## src/logic/cfg_pkg.sv

```systemverilog
`default_nettype none

package cfg_pkg;

    ////////////////////
    // data widths
    ////////////////////

    // port and buffer word
    typedef logic [31:0] cfg_word_t;
    typedef logic [31:0] frame_addr_t;
    // 512-word frame buffer
    typedef logic [8:0]  buf_addr_t;
    // 1 to 4 frames per request
    typedef logic [2:0]  frame_cnt_t;
    // [11:5] word in frame, [4:0] bit in word
    typedef logic [11:0] bit_loc_t;
    typedef logic [8:0]  word_cnt_t;

    // operation select, same values as the old start/op scheme
    typedef enum logic [2:0] {
        OP_READ  = 3'd1,
        OP_WRITE = 3'd2,
        OP_FLIP  = 3'd4
    } op_code_t;

    ////////////////////
    // frame geometry
    ////////////////////

    localparam int FRAME_WORDS = 101;
    localparam int MAX_FRAMES  = 4;

    ////////////////////
    // command words
    ////////////////////

    localparam cfg_word_t CFG_SYNC       = 32'hAA99_5566;
    localparam cfg_word_t CFG_NOOP       = 32'h2000_0000;
    // type 1 write to CMD, one word
    localparam cfg_word_t CFG_HDR_CMD    = 32'h3000_8001;
    localparam cfg_word_t CFG_CMD_RCFG   = 32'h0000_0004;
    localparam cfg_word_t CFG_CMD_WCFG   = 32'h0000_0001;
    // type 1 write to FAR, one word
    localparam cfg_word_t CFG_HDR_FAR    = 32'h3000_2001;
    // type 2 headers, word count goes in [26:0]
    localparam cfg_word_t CFG_HDR_FDRO   = 32'h4800_0000;
    localparam cfg_word_t CFG_HDR_FDRI   = 32'h5000_0000;
    localparam cfg_word_t CFG_CMD_DESYNC = 32'h0000_000D;

endpackage

`default_nettype wire

```

## src/logic/frame_ctrl_fsm.sv

```systemverilog
`timescale 1ns/1ns
`default_nettype none

module frame_ctrl_fsm (
    input  wire logic                 Clk,
    input  wire logic                 rst,
    input  wire logic                 start,
    input  wire cfg_pkg::op_code_t    op_sel,
    input  wire cfg_pkg::frame_addr_t frame_addr,
    input  wire cfg_pkg::frame_cnt_t  num_frames,
    input  wire cfg_pkg::bit_loc_t    bit_location,
    input  wire logic                 xfer_done,
    input  wire logic                 flip_done,
    output logic                      busy,
    output logic                      done,
    output logic                      xfer_start,
    output logic                      xfer_read,
    output cfg_pkg::frame_addr_t      xfer_addr,
    output cfg_pkg::frame_cnt_t       xfer_frames,
    output logic                      flip_start,
    output cfg_pkg::bit_loc_t         flip_loc,
    output logic                      flip_active
);
    import cfg_pkg::*;

    typedef enum logic [2:0] {
        IDLE,
        READ,
        WRITE,
        FLIP_READ,
        FLIP_MODIFY,
        FLIP_WRITE,
        FINISH
    } state_t;

    state_t state;

    // start is only looked at in IDLE, so busy doubles as the lockout
    assign busy        = (state != IDLE);
    assign flip_active = (state == FLIP_MODIFY);

    always_ff @(posedge Clk)
    begin
        if (rst)
        begin
            state      <= IDLE;
            done       <= 1'b0;
            xfer_start <= 1'b0;
            xfer_read  <= 1'b0;
            flip_start <= 1'b0;
        end
        else
        begin
            // strobes default low
            done       <= 1'b0;
            xfer_start <= 1'b0;
            flip_start <= 1'b0;
            case (state)
                IDLE:
                begin
                    if (start)
                    begin
                        xfer_addr   <= frame_addr;
                        xfer_frames <= num_frames;
                        flip_loc    <= bit_location;
                        case (op_sel)
                            OP_READ:
                            begin
                                state      <= READ;
                                xfer_read  <= 1'b1;
                                xfer_start <= 1'b1;
                            end
                            OP_WRITE:
                            begin
                                state      <= WRITE;
                                xfer_read  <= 1'b0;
                                xfer_start <= 1'b1;
                            end
                            OP_FLIP:
                            begin
                                // flip always works on one frame
                                state       <= FLIP_READ;
                                xfer_frames <= frame_cnt_t'(1);
                                xfer_read   <= 1'b1;
                                xfer_start  <= 1'b1;
                            end
                            // unknown op, finish without port traffic
                            default: state <= FINISH;
                        endcase
                    end
                end
                READ, WRITE, FLIP_WRITE:
                begin
                    if (xfer_done)
                        state <= FINISH;
                end
                FLIP_READ:
                begin
                    if (xfer_done)
                    begin
                        state      <= FLIP_MODIFY;
                        flip_start <= 1'b1;
                    end
                end
                FLIP_MODIFY:
                begin
                    // write back to the same frame address
                    if (flip_done)
                    begin
                        state      <= FLIP_WRITE;
                        xfer_read  <= 1'b0;
                        xfer_start <= 1'b1;
                    end
                end
                FINISH:
                begin
                    done  <= 1'b1;
                    state <= IDLE;
                end
                default: state <= IDLE;
            endcase
        end
    end

endmodule

`default_nettype wire

```

## config.mk

```make
export PLATFORM = sky130hd
export DESIGN_NAME = frame_ctrl_fsm
export DESIGN_NICKNAME = d
export VERILOG_FILES = /design/src/logic/cfg_pkg.sv /design/src/logic/frame_ctrl_fsm.sv
export SDC_FILE = /design/constraint.sdc
export NUM_CORES = 1
export LEC_CHECK = 0
export ABC_CLOCK_PERIOD_IN_PS = 4400
export BUFFER_PORTS_ARGS = -buffer_cell sky130_fd_sc_hd__buf_2
export CAP_MARGIN = 20
export CORE_MARGIN = 5
export CORE_UTILIZATION = 43
export CTS_CLUSTER_DIAMETER = 100
export DETAILED_ROUTE_END_ITERATION = 12
export PLACE_DENSITY = 0.8
export SLEW_MARGIN = 15
export SYNTH_ARGS = -nofsm -noshare
export SYNTH_HDL_FRONTEND = slang
export SYNTH_SLANG_ARGS = --single-unit
```

## constraint.sdc

```tcl
create_clock -name Clk -period 4.4 [get_ports Clk]
set_input_delay 0.88 -clock Clk [delete_from_list [all_inputs] [get_ports Clk]]
set_output_delay 0.88 -clock Clk [all_outputs]
set_load 0.01 [all_outputs]
```

=== Word-level counts from Yosys, hierarchy flattened ===
Cells that the tools add are included.

* Memory bits (read-only): 0
* Output and inout port bits: 53
* Bits in latches: 0
* Logic and storage cells: 50
* Register bits: 54
* Memories: 0
* Input bits: 55
* RAM bits: 0

* Multiplexer cells: 16
* $mul: 0
* Div/mod/pow operators: 0
* Reductions and logical operators: 10
* Shift-type cells: 0
* Equality and inequality tests: 14
* Add/sub/neg operators: 0
* Bitwise logic cells: 2
* Order comparisons: 0

{| class="wikitable"
|+ Operator list
! cell !! count
|-
| 3-bit equality test, second input constant || 4
|-
| 3-bit two-way mux || 4
|-
| 3-bit case mux with 4 select lines || 1
|-
| 3-bit by 2-bit equality test with 1-bit output, second input constant || 3
|-
| 3-bit case mux with 3 select lines || 1
|-
| 2-bit inequality test, second input constant || 4
|-
| 4-bit AND reduction || 2
|-
| 1-bit two-way mux || 7
|-
| 3-bit by 1-bit equality test with 1-bit output, second input constant || 2
|-
| 1-bit case mux with 2 select lines || 3
|-
| 3-bit OR reduction || 2
|-
| 2-bit OR reduction || 2
|-
| 3-bit zero test || 1
|-
| 3-bit by 2-bit inequality test with 1-bit output, second input constant || 1
|-
| 3-bit AND reduction || 1
|-
| 3-bit nonzero test || 1
|-
| 1-bit inverter || 2
|-
| 2-bit nonzero test || 1
|}

=== Longest topological paths before layout ===
Gate-level depths: netlist of the first run.

* Word-level depth: 5
* Mapped depth: 5
* Gate-level depth less buffers: 4

=== Worst setup path before layout of the first run ===
OpenSTA, ideal clock, no wires.

* Path type: input to register
* From: in start
* To: reg flip_loc[0], enable pin
* Setup time: 452 ps
* Path buffers: 0
* Arrival time: 3,339 ps
* Data required time: 3,948 ps
* Cell stages on the path: 2
* Path slack: 610 ps
* Cells stage by stage: or4b_4 nor2_1

* Cells in the longest elaborated chain, start to end: 1

{| class="wikitable"
|+ Ends and longest elaborated chain
! what !! RTL line !! RTL
|-
| start, declared || frame_ctrl_fsm.sv:7 || <nowiki>input wire logic start,</nowiki>
|-
| 3-bit AND reduction (no line) || - ||
|-
| end signal, assigned || frame_ctrl_fsm.sv:65 || <nowiki>flip_loc <= bit_location;</nowiki>
|-
| end, declared || frame_ctrl_fsm.sv:21 || <nowiki>output cfg_pkg::bit_loc_t flip_loc,</nowiki>
|}

Every way passes these cells.
A chain may end at the register's enable or synchronous reset.

=== Final worst setup path of the first run ===
* From: in start
* To: reg xfer_addr[11], enable pin

* Cells in the longest elaborated chain, start to end: 1

{| class="wikitable"
|+ Ends and longest elaborated chain
! what !! RTL line !! RTL
|-
| 3-bit AND reduction (no line) || - ||
|-
| end signal, assigned || frame_ctrl_fsm.sv:63 || <nowiki>xfer_addr <= frame_addr;</nowiki>
|-
| end, declared || frame_ctrl_fsm.sv:18 || <nowiki>output cfg_pkg::frame_addr_t xfer_addr,</nowiki>
|}

Every way passes these cells.

==> qor.csv, run 1 <==
metric,value,unit
outcome,"finished, final reports clean",
finalSetupViolCount,0,
clock.fmax,399.5,MHz
nFillCells,340,
num_rows,24,
ctsResizeCount,0,
nets,272,
gp_congestion,0.8549,
fin_area,0.002590,sq mm
synth_common_cells,"edfxtp_1 (47), dfxtp_1 (7), nor2_1 (5)",
r2r_start,state[2],
synth_edf_count,47,
fin_ws,1.897,ns
synth_area,0.001889,sq mm
reg2reg_depth,3,
synthToLayoutAreaGrowth,37.09,%
routed_via_density,4.815,
yosysWarnings,0,
overflow,0,
total_power,1.269,mW
cts_tree,yes,
ys_types,34,
antenna_cells,0,
crit_type,in2reg,
dieWidth,76.29,um
dp_cells,262,
layout_min_cycle_time,2.503,ns
hold_viol_final,0,
dpl.hpwl,3286,um
timing.hold.worst.class,reg2reg,
yosysTopAreaCell,edfxtp_1,
holdPathEnd,xfer_read,
clk_pin_slew_worst_paths,0.09,ns
final_cells,270,
clock_latency,0.30,ns
setup_tns,0,ns
regArea,0.001551,sq mm
cts_hold_buffers,0,
grt_pass1_vias,1253,
cts_max_level,2,
fp.dieH,76.29,um
io_buffers,107,
max_slew.worst_pin.slew,0.7914,ns
start_util,44.00,%
irDropWorstVdd,0.0002320,V
cts_root_buffer,clkbuf_8,
crit_required,4.40,ns
grt_max_degree,31,
r2r-end,xfer_addr[11],
reg2reg_slack,2.01,ns
leakage,1.071,nW
netlist_top_cells_area,"edfxtp_1 (75%), dfxtp_1 (7.4%), nor3b_1 (1.6%)",
min_from,xfer_read,
crit_fanout,30,
whs_path_depth,4,
relSlewSlack,47.11,%
syn_inst,106,
dpl_worst_slack,1.538,ns
slew_viol_final,0,
wl_per_cell,15.45,um
core_area,0.004294,sq mm
grt_pass1_wl,6713,um
synth_fp_nets,161,
finalClockSkew,0.003879,ns
placed_cell_area,0.002480,sq mm
endpoint_kind,flip-flop,
track_usage,14.55,%
cts.path.max_buffers,2,
drtIter0Drc,97,
pin_count,108,
synth_top_area_share,74.70,%
num_vias,1300,
dieArea,0.005819,sq mm
ys_seq_area_share,82.12,%
wl,4171,um
ys.flop_type,edfxtp_1,
finalCritPeriodShare,56.90,%
crit_arrival,2.50,ns
cts.sinks,54,
rsz0062_at_grt,no,
dr.pass1.iters,4,
powerDensity,489.9,mW/mm^2
ant_nets,0,
drc,0,
multi_input_comb_area,312.8,sq um
startpoint_type,input pin,
antenna_found_initial,0,
numCtsBuffers,5,
async_flop_share,0,%
synth_seq_cells,54,
maxCapViolCount,0,
drive_above_1_share,55.05,%
syn_avg_cell_area,17.82,sq um
post-cts-setup-buffers,0,
synth_most_common_cell,edfxtp_1,
[through the flow]
stage	hold slack, ns	utilization, %
floorplan	0.5561	-
global placement	0.5617	57.75
detailed placement	0.5659	57.75
CTS	0.5812	60.31
global route	0.6313	60.31
finish	0.5770	60.31
[layout make-up]
| cell class | instances | share of cell area, % |
|---|---|---|
| Sequential cell | 54 | 59.90 |
| Clock inverter | 2 | 1.449 |
| Timing Repair Buffer | 108 | 20.97 |
| Tap cell | 52 | 2.512 |
| Inverter | 2 | 0.2899 |
| Clock buffer | 6 | 2.802 |
| Multi-Input combinational cell | 46 | 12.08 |
[how the worst max path moves through the flow]
| stage | to | cells past startpoint | startpoint | slack, ns |
|---|---|---|---|---|
| after floorplan | flip_loc[0] | 2 | start | 0.61 |
| after global placement | flip_loc[0] | 4 | start | 1.58 |
| after detailed placement | flip_loc[0] | 4 | start | 1.54 |
| after CTS | xfer_addr[27] | 4 | start | 1.87 |
| after global routing | xfer_addr[21] | 4 | start | 1.79 |
| final | xfer_addr[11] | 4 | start | 1.90 |
[registers in the layout (all words and copies together), names as in the netlist]
register,cells
xfer_addr,32
flip_loc,12
state,3
xfer_frames,3
done,1
flip_start,1
xfer_read,1
xfer_start,1
[cells by family after synthesis]
group,count (synthesis),share of synthesized area (%)
buffers and inverters,6,1.721
AOI/OAI and AO/OA,12,4.172
and+or+nand+nor,32,11.06
xor gates and xnor gates,2,0.9273
DFF,54,82.12
[power by group]
part / switching [mW] / internal, mW
combinational: 0.148 / 0.110
clock: 0.151 / 0.170
sequential: 0.0459 / 0.644
total: 0.344 / 0.925
[per-layer routing]
layer	wire [um]	track usage [%]	vias up	part of all wire, %
met1	1757	18.61	587	42
li1	-	-	626	-
met3	524	6.856	8	13
met5	0	0	-	0
met2	1825	21.83	79	44
met4	63	4.720	0	1.5
[worst max-delay path: stages]
cell,delay [ns]
buf_2,0.10
or4b_4,0.50
nor2_4,0.63
buf_4,0.38
[layout by cell type (no fill, tap or decap), types with 3 or more instances in the layout]
| master | instances |
|---|---|
| buf_2 | 107 |
| edfxtp_1 | 47 |
| dfxtp_1 | 7 |
| clkbuf_8 | 5 |
| nor2_1 | 4 |
| nor3b_1 | 4 |
| nor4b_1 | 3 |
| a21oi_1 | 3 |
| nor4_1 | 3 |
| nand2_1 | 3 |
(Power assumes the default switching activity.)
==> run 2, diff against run 1 <==
--- a/config.mk
+++ b/config.mk
@@ -5,7 +5,7 @@
 export SDC_FILE = /design/constraint.sdc
 export NUM_CORES = 1
 export LEC_CHECK = 0
-export ABC_CLOCK_PERIOD_IN_PS = 4400
+export ABC_CLOCK_PERIOD_IN_PS = 2600
 export BUFFER_PORTS_ARGS = -buffer_cell sky130_fd_sc_hd__buf_2
 export CAP_MARGIN = 20
 export CORE_MARGIN = 5
==> constraint.sdc (replaced) <==
create_clock -name Clk -period 2.6 [get_ports Clk]
set_input_delay 0.52 -clock Clk [delete_from_list [all_inputs] [get_ports Clk]]
set_output_delay 0.52 -clock Clk [all_outputs]
set_load 0.01 [all_outputs]
==> run 2 against run 1 <==
Combinational power is 75% higher. Die area stayed put. Count of clock-buffer cells in the layout stayed put. First-iteration DRC count is 43% lower. Global-route usage is 0.22 points lower. Cell area is 0.48% higher. Critical path depth is 2 lower. Worst hold slack worse by 0.18 ns. Utilization is 0.29 points higher. Largest cell class unchanged. Highest routed layer unchanged.
==> qor.csv, run 2 (same netlist as run 1, synthesis figures left out) <==
metric,value,unit,change
outcome,"finished, final reports clean",,unchanged
finalClockSkew,0.003140,ns,was 0.003879 ns
finalSetupViolCount,0,,unchanged
total_power,2.153,mW,was 1.269 mW
numCtsBuffers,5,,unchanged
track_usage,14.33,%,was 14.55%
top_regs,"xfer_addr (32), flip_loc (12)",,unchanged
grt_pass1_wl,6720,um,was 6713 um
regMostFlops,xfer_addr,,unchanged
endpoint_kind,output port,,was flip-flop
largest_register_ffs,32,,unchanged
start_util,44.00,%,unchanged
dpl.hpwl,3309,um,was 3286 um
clock.fmax,519.7,MHz,
cts.sinks,54,,unchanged
core_area,0.004294,sq mm,unchanged
cp_slowest_cell,or3_2,,was nor2_4
slew_viol_final,0,,unchanged
ctsResizeCount,0,,unchanged
drtIter0Drc,55,,was 97
wl,4198,um,was 4171 um
finalCritPeriodShare,74.01,%,
dieWidth,76.29,um,unchanged
startpoint_type,flip-flop,,was input pin
crit_arrival,1.40,ns,was 2.50 ns
crit_required,2.08,ns,was 4.40 ns
antenna_found_initial,0,,unchanged
num_vias,1291,,was 1300
hold_viol_final,0,,unchanged
io_buffers,107,,unchanged
powerDensity,827.1,mW/mm^2,was 489.9 mW/mm^2
antenna_cells,0,,unchanged
max_slew.worst_pin.slew,0.4226,ns,was 0.7914 ns
clk_pin_slew_worst_paths,0.09,ns,about the same
mostFrequentLayoutCell,buf_2,,unchanged
num_rows,24,,unchanged
overflow,0,,unchanged
dieArea,0.005819,sq mm,unchanged
drive_above_1_share,55.05,%,unchanged
grt_pass1_vias,1327,,was 1253
path_buf_inv,1,,was 2
irDropWorstVdd,0.0004265,V,was 0.0002320 V
clock_latency,0.29,ns,was 0.30 ns
crit_family,simple AND/OR/NAND/NOR gates,,unchanged
crit_type,reg2out,,was in2reg
final_cells,270,,unchanged
layout_min_cycle_time,1.924,ns,
final_cell_mix,"buf_2 (107), edfxtp_1 (47), dfxtp_1 (7)",,unchanged
post-cts-setup-buffers,0,,unchanged
cts_root_buffer,clkbuf_8,,unchanged
fp.dieH,76.29,um,unchanged
leakage,1.074,nW,was 1.071 nW
setup_tns,0,ns,unchanged
cts.path.max_buffers,2,,unchanged
timing.hold.worst.class,in2reg,,was reg2reg
cts_max_level,2,,unchanged
ant_nets,0,,unchanged
relSlewSlack,71.79,%,was 47.11%
nets,272,,unchanged
worstPathCellList,or3_2 -> buf_2,,was buf_2 -> or4b_4 -> nor2_4 -> buf_4
synthToLayoutAreaGrowth,37.75,%,was 37.09%
routed_via_density,4.781,,was 4.815
cts_hold_buffers,0,,unchanged
pin_count,108,,unchanged
slowest_delay,0.51,ns,was 0.63 ns
cts_tree,yes,,unchanged
dp_cells,262,,unchanged
wl_per_cell,15.55,um,was 15.45 um
gp_congestion,0.8187,,was 0.8549
crit_fanout,16,,was 30
timing.hold.ws,0.3963,ns,was 0.5770 ns
drc,0,,unchanged
rsz0062_at_grt,no,,unchanged
dr.pass1.iters,4,,unchanged
reg2reg_slack,0.84,ns,was 2.01 ns
maxCapViolCount,0,,unchanged
grt_max_degree,48,,was 31
## run 2: changes by cell type in the layout (fill, tap and decap cells not counted)
cell	delta
buf_12	+1
buf_4	-1
## run 2: final cells by class
type	count	area (sq um)
Fill cell	329	1692
Timing Repair Buffer	108	555.5
Clock buffer	6	72.57
Clock inverter	2	37.54
Inverter	2	7.507
Sequential cell	54	1551
Multi-Input combinational cell	46	312.8
Tap cell	52	65.06
## run 2: worst paths after layout
kind,startpoint,endpoint,cells past startpoint
max,state[2],busy,2
min,frame_addr[21],xfer_addr[21],1
max reg2reg,state[2],xfer_addr[14],3
min reg2reg,xfer_read,xfer_read,4
## run 2: routing by layer
layer / part of all wire, % / vias up / track usage [%]
li1: - / 628 / -
met1: 40 / 585 / 18.17
met2: 48 / 76 / 22.86
met3: 11 / 2 / 6.147
met4: 0.55 / 0 / 3.147
met5: 0 / - / 0
## run 2: worst register-to-register path, stage by stage, from the launching register on
cell	delay, ns
dfxtp_1	0.45
or4b_4	0.63
nor2_4	0.12
buf_12	0.25
## run 2: where the power goes
part	internal (mW)	switching [mW]
Combinational	0.196	0.255
Sequential	1.09	0.0767
Clock	0.287	0.249
Total	1.57	0.580
## run 2: through the flow
stage / area, sq um / util, % / worst slack (ns)
2_1_floorplan: 1897 / - / 0.4745
4_1_cts: 2603 / 60.61 / 0.6641
3_5_place_dp: 2492 / 58.04 / 0.7517
5_1_grt: 2603 / 60.61 / 0.5998
6_report: 2603 / 60.61 / 0.6758
3_3_place_gp: 2492 / 58.04 / 0.7745
==> run 3, diff against run 2 <==
--- a/config.mk
+++ b/config.mk
@@ -5,14 +5,14 @@
 export SDC_FILE = /design/constraint.sdc
 export NUM_CORES = 1
 export LEC_CHECK = 0
-export ABC_CLOCK_PERIOD_IN_PS = 2600
+export ABC_CLOCK_PERIOD_IN_PS = 1650
 export BUFFER_PORTS_ARGS = -buffer_cell sky130_fd_sc_hd__buf_2
 export CAP_MARGIN = 20
 export CORE_MARGIN = 5
-export CORE_UTILIZATION = 43
+export CORE_UTILIZATION = 39
 export CTS_CLUSTER_DIAMETER = 100
 export DETAILED_ROUTE_END_ITERATION = 12
-export PLACE_DENSITY = 0.8
+export PLACE_DENSITY = 0.76
 export SLEW_MARGIN = 15
 export SYNTH_ARGS = -nofsm -noshare
 export SYNTH_HDL_FRONTEND = slang
==> constraint.sdc (replaced) <==
create_clock -name Clk -period 1.65 [get_ports Clk]
set_input_delay 0.33 -clock Clk [delete_from_list [all_inputs] [get_ports Clk]]
set_output_delay 0.33 -clock Clk [all_outputs]
set_load 0.01 [all_outputs]
==> run 3 against run 2 <==
Sequential share of layout area shrank 1.6 points. Routed wire length is 2.0% higher. Clock power increased by 25%. Sequential power increased by 51%. Worst hold slack worse by 0.19 ns. Utilization fell by 3.9 points.
==> qor.csv, run 3 (same netlist as run 1, synthesis figures left out) <==
metric,value,unit,change
antenna_cells,0,,unchanged
timing.hold.worst.class,in2reg,,unchanged
leakage,1.101,nW,was 1.074 nW
top_layer,met4,,unchanged
finalClockSkew,0.006129,ns,was 0.003140 ns
core_area,0.004723,sq mm,was 0.004294 sq mm
dieArea,0.006336,sq mm,was 0.005819 sq mm
met1Wirelength,1704,um,was 1680 um
layout_min_cycle_time,1.577,ns,
worstPathCellList,or4b_4 -> nor2_4 -> buf_12,,was or3_2 -> buf_2
crit_type,reg2reg,,was reg2out
crit_fanout,35,,was 16
holdPathEnd,xfer_addr[6],,was xfer_addr[21]
drc,0,,unchanged
dr.pass1.iters,5,,was 4
cts_root_buffer,clkbuf_8,,unchanged
r2r-end,xfer_addr[16],,was xfer_addr[14]
wl_per_cell,14.72,um,was 15.55 um
synthToLayoutAreaGrowth,41.66,%,was 37.75%
numCtsBuffers,5,,unchanged
cts_max_level,2,,unchanged
r2r_start,state[2],,unchanged
min_from,frame_addr[6],,was frame_addr[21]
route.met3.wl,447,um,was 480 um
crit_required,1.64,ns,was 2.08 ns
largest_register_ffs,32,,unchanged
top_regs,"xfer_addr (32), flip_loc (12)",,unchanged
finalSetupViolCount,0,,unchanged
crit_family,simple AND/OR/NAND/NOR gates,,unchanged
hold_viol_final,0,,unchanged
start_util,40.00,%,was 44.00%
setup_tns,0,ns,unchanged
grt_max_degree,36,,was 48
endpoint_kind,flip-flop,,was output port
grt_pass1_vias,1330,,was 1327
cts.sinks,54,,unchanged
clk_pin_slew_worst_paths,0.09,ns,about the same
max_slew.worst_pin.slew,0.3523,ns,was 0.4226 ns
rsz0062_at_grt,no,,unchanged
powerDensity,1260,mW/mm^2,was 827.1 mW/mm^2
startpoint_type,flip-flop,,unchanged
ant_nets,0,,unchanged
wl_met2,2075,um,was 2013 um
irDropWorstVdd,0.0008173,V,was 0.0004265 V
clock.fmax,634.1,MHz,
grt_pass1_wl,6279,um,was 6720 um
fin_area,0.002676,sq mm,was 0.002603 sq mm
drtIter0Drc,72,,was 55
reg2reg_slack,0.07,ns,was 0.84 ns
dieWidth,79.60,um,was 76.29 um
regMostFlops,xfer_addr,,unchanged
nets,279,,was 272
cts.path.max_buffers,2,,unchanged
routed_via_density,4.540,,was 4.781
cp_slowest_cell,or4b_4,,was or3_2
pin_count,108,,unchanged
relSlewSlack,76.18,%,was 71.79%
maxCapViolCount,0,,unchanged
outcome,"finished, final reports clean",,unchanged
mostFrequentLayoutCell,buf_2,,unchanged
overflow,0,,unchanged
fp.dieH,79.60,um,was 76.29 um
final_cell_mix,"buf_2 (106), edfxtp_1 (47), clkbuf_8 (5), dfxtp_1 (5), buf_4 (5)",,"was buf_2 (107), edfxtp_1 (47), dfxtp_1 (7)"
gp_congestion,0.8736,,was 0.8187
slew_viol_final,0,,unchanged
path_buf_inv,1,,unchanged
antenna_found_initial,0,,unchanged
num_rows,25,,was 24
placed_cell_area,0.002557,sq mm,was 0.002492 sq mm
wl,4283,um,was 4198 um
drive_above_1_share,58.48,%,was 55.05%
finalCritPeriodShare,95.58,%,
clock_latency,0.29,ns,about the same
track_usage,13.09,%,was 14.33%
num_vias,1321,,was 1291
crit_arrival,1.57,ns,was 1.40 ns
timing.hold.ws,0.2081,ns,was 0.3963 ns
reg2reg_depth,3,,unchanged
cts_tree,yes,,unchanged
io_buffers,107,,unchanged
whs_path_depth,1,,unchanged
slowest_delay,0.57,ns,was 0.51 ns
-- run 3: cell types whose count changed in the layout (fill, tap and decap cells not counted), sizes merged --
cell,previous run,this run
clkinvlp,1,2
clkbuf,6,5
buf,108,115
bufinv,1,0
-- run 3: cell type report --
type,instances,area (sq um)
sequential,54,1554
fill,389,2047
tap,67,83.83
timing repair buffer,115,621.8
clock buffer,5,68.82
multi-input combinational,46,325.3
inverter,2,7.507
clock inverter,2,15.01
-- run 3: where the power goes --
| group | switching (mW) | total [mW] | internal [mW] |
|---|---|---|---|
| registers | 0.0545 | 1.77 | 1.72 |
| logic | 0.509 | 0.926 | 0.417 |
| clock network | 0.382 | 0.672 | 0.290 |
| total | 0.946 | 3.37 | 2.43 |
-- run 3: worst register-to-register path, cell delays in order, from the launching register on --
cell and delay, ns:
dfxtp_2 0.33, or4b_4 0.57, nor2_4 0.16, buf_12 0.22
-- run 3: how the worst max path moves through the flow --
stage,from,endpoint,cells after the start
3_5_place_dp,start,xfer_addr[27],4
5_1_grt,state[2],xfer_addr[2],3
4_1_cts,state[0],busy,3
6_report,state[2],xfer_addr[16],3
2_1_floorplan,state[1],flip_loc[0],3
3_3_place_gp,start,xfer_addr[10],4
-- run 3: through the flow --
step / power, mW / instances / util (%) / worst slack (ns)
2_1_floorplan: 2.300 / 106 / - / -0.4530
3_3_place_gp: 2.627 / 283 / 54.15 / 0.04288
3_5_place_dp: 2.651 / 283 / 54.15 / 0.03309
4_1_cts: 3.394 / 291 / 56.48 / 0.06140
5_1_grt: 3.553 / 291 / 56.66 / 0.01752
6_report: 3.373 / 291 / 56.66 / 0.07291
-- run 3: layer usage --
| metal | GRT usage [%] | vias to the layer above |
|---|---|---|
| li1 | - | 640 |
| met5 | 0 | - |
| met1 | 14.99 | 592 |
| met4 | 3.952 | 0 |
| met3 | 4.740 | 6 |
| met2 | 22.79 | 83 |
-- run 3: timing repair --
item / 4_1_cts / 5_1_grt
hold buffers: 0 / 0
resized for setup: 5 / 2
buffers inserted: 1 / 0
setup endpoints to repair: 1 / 3
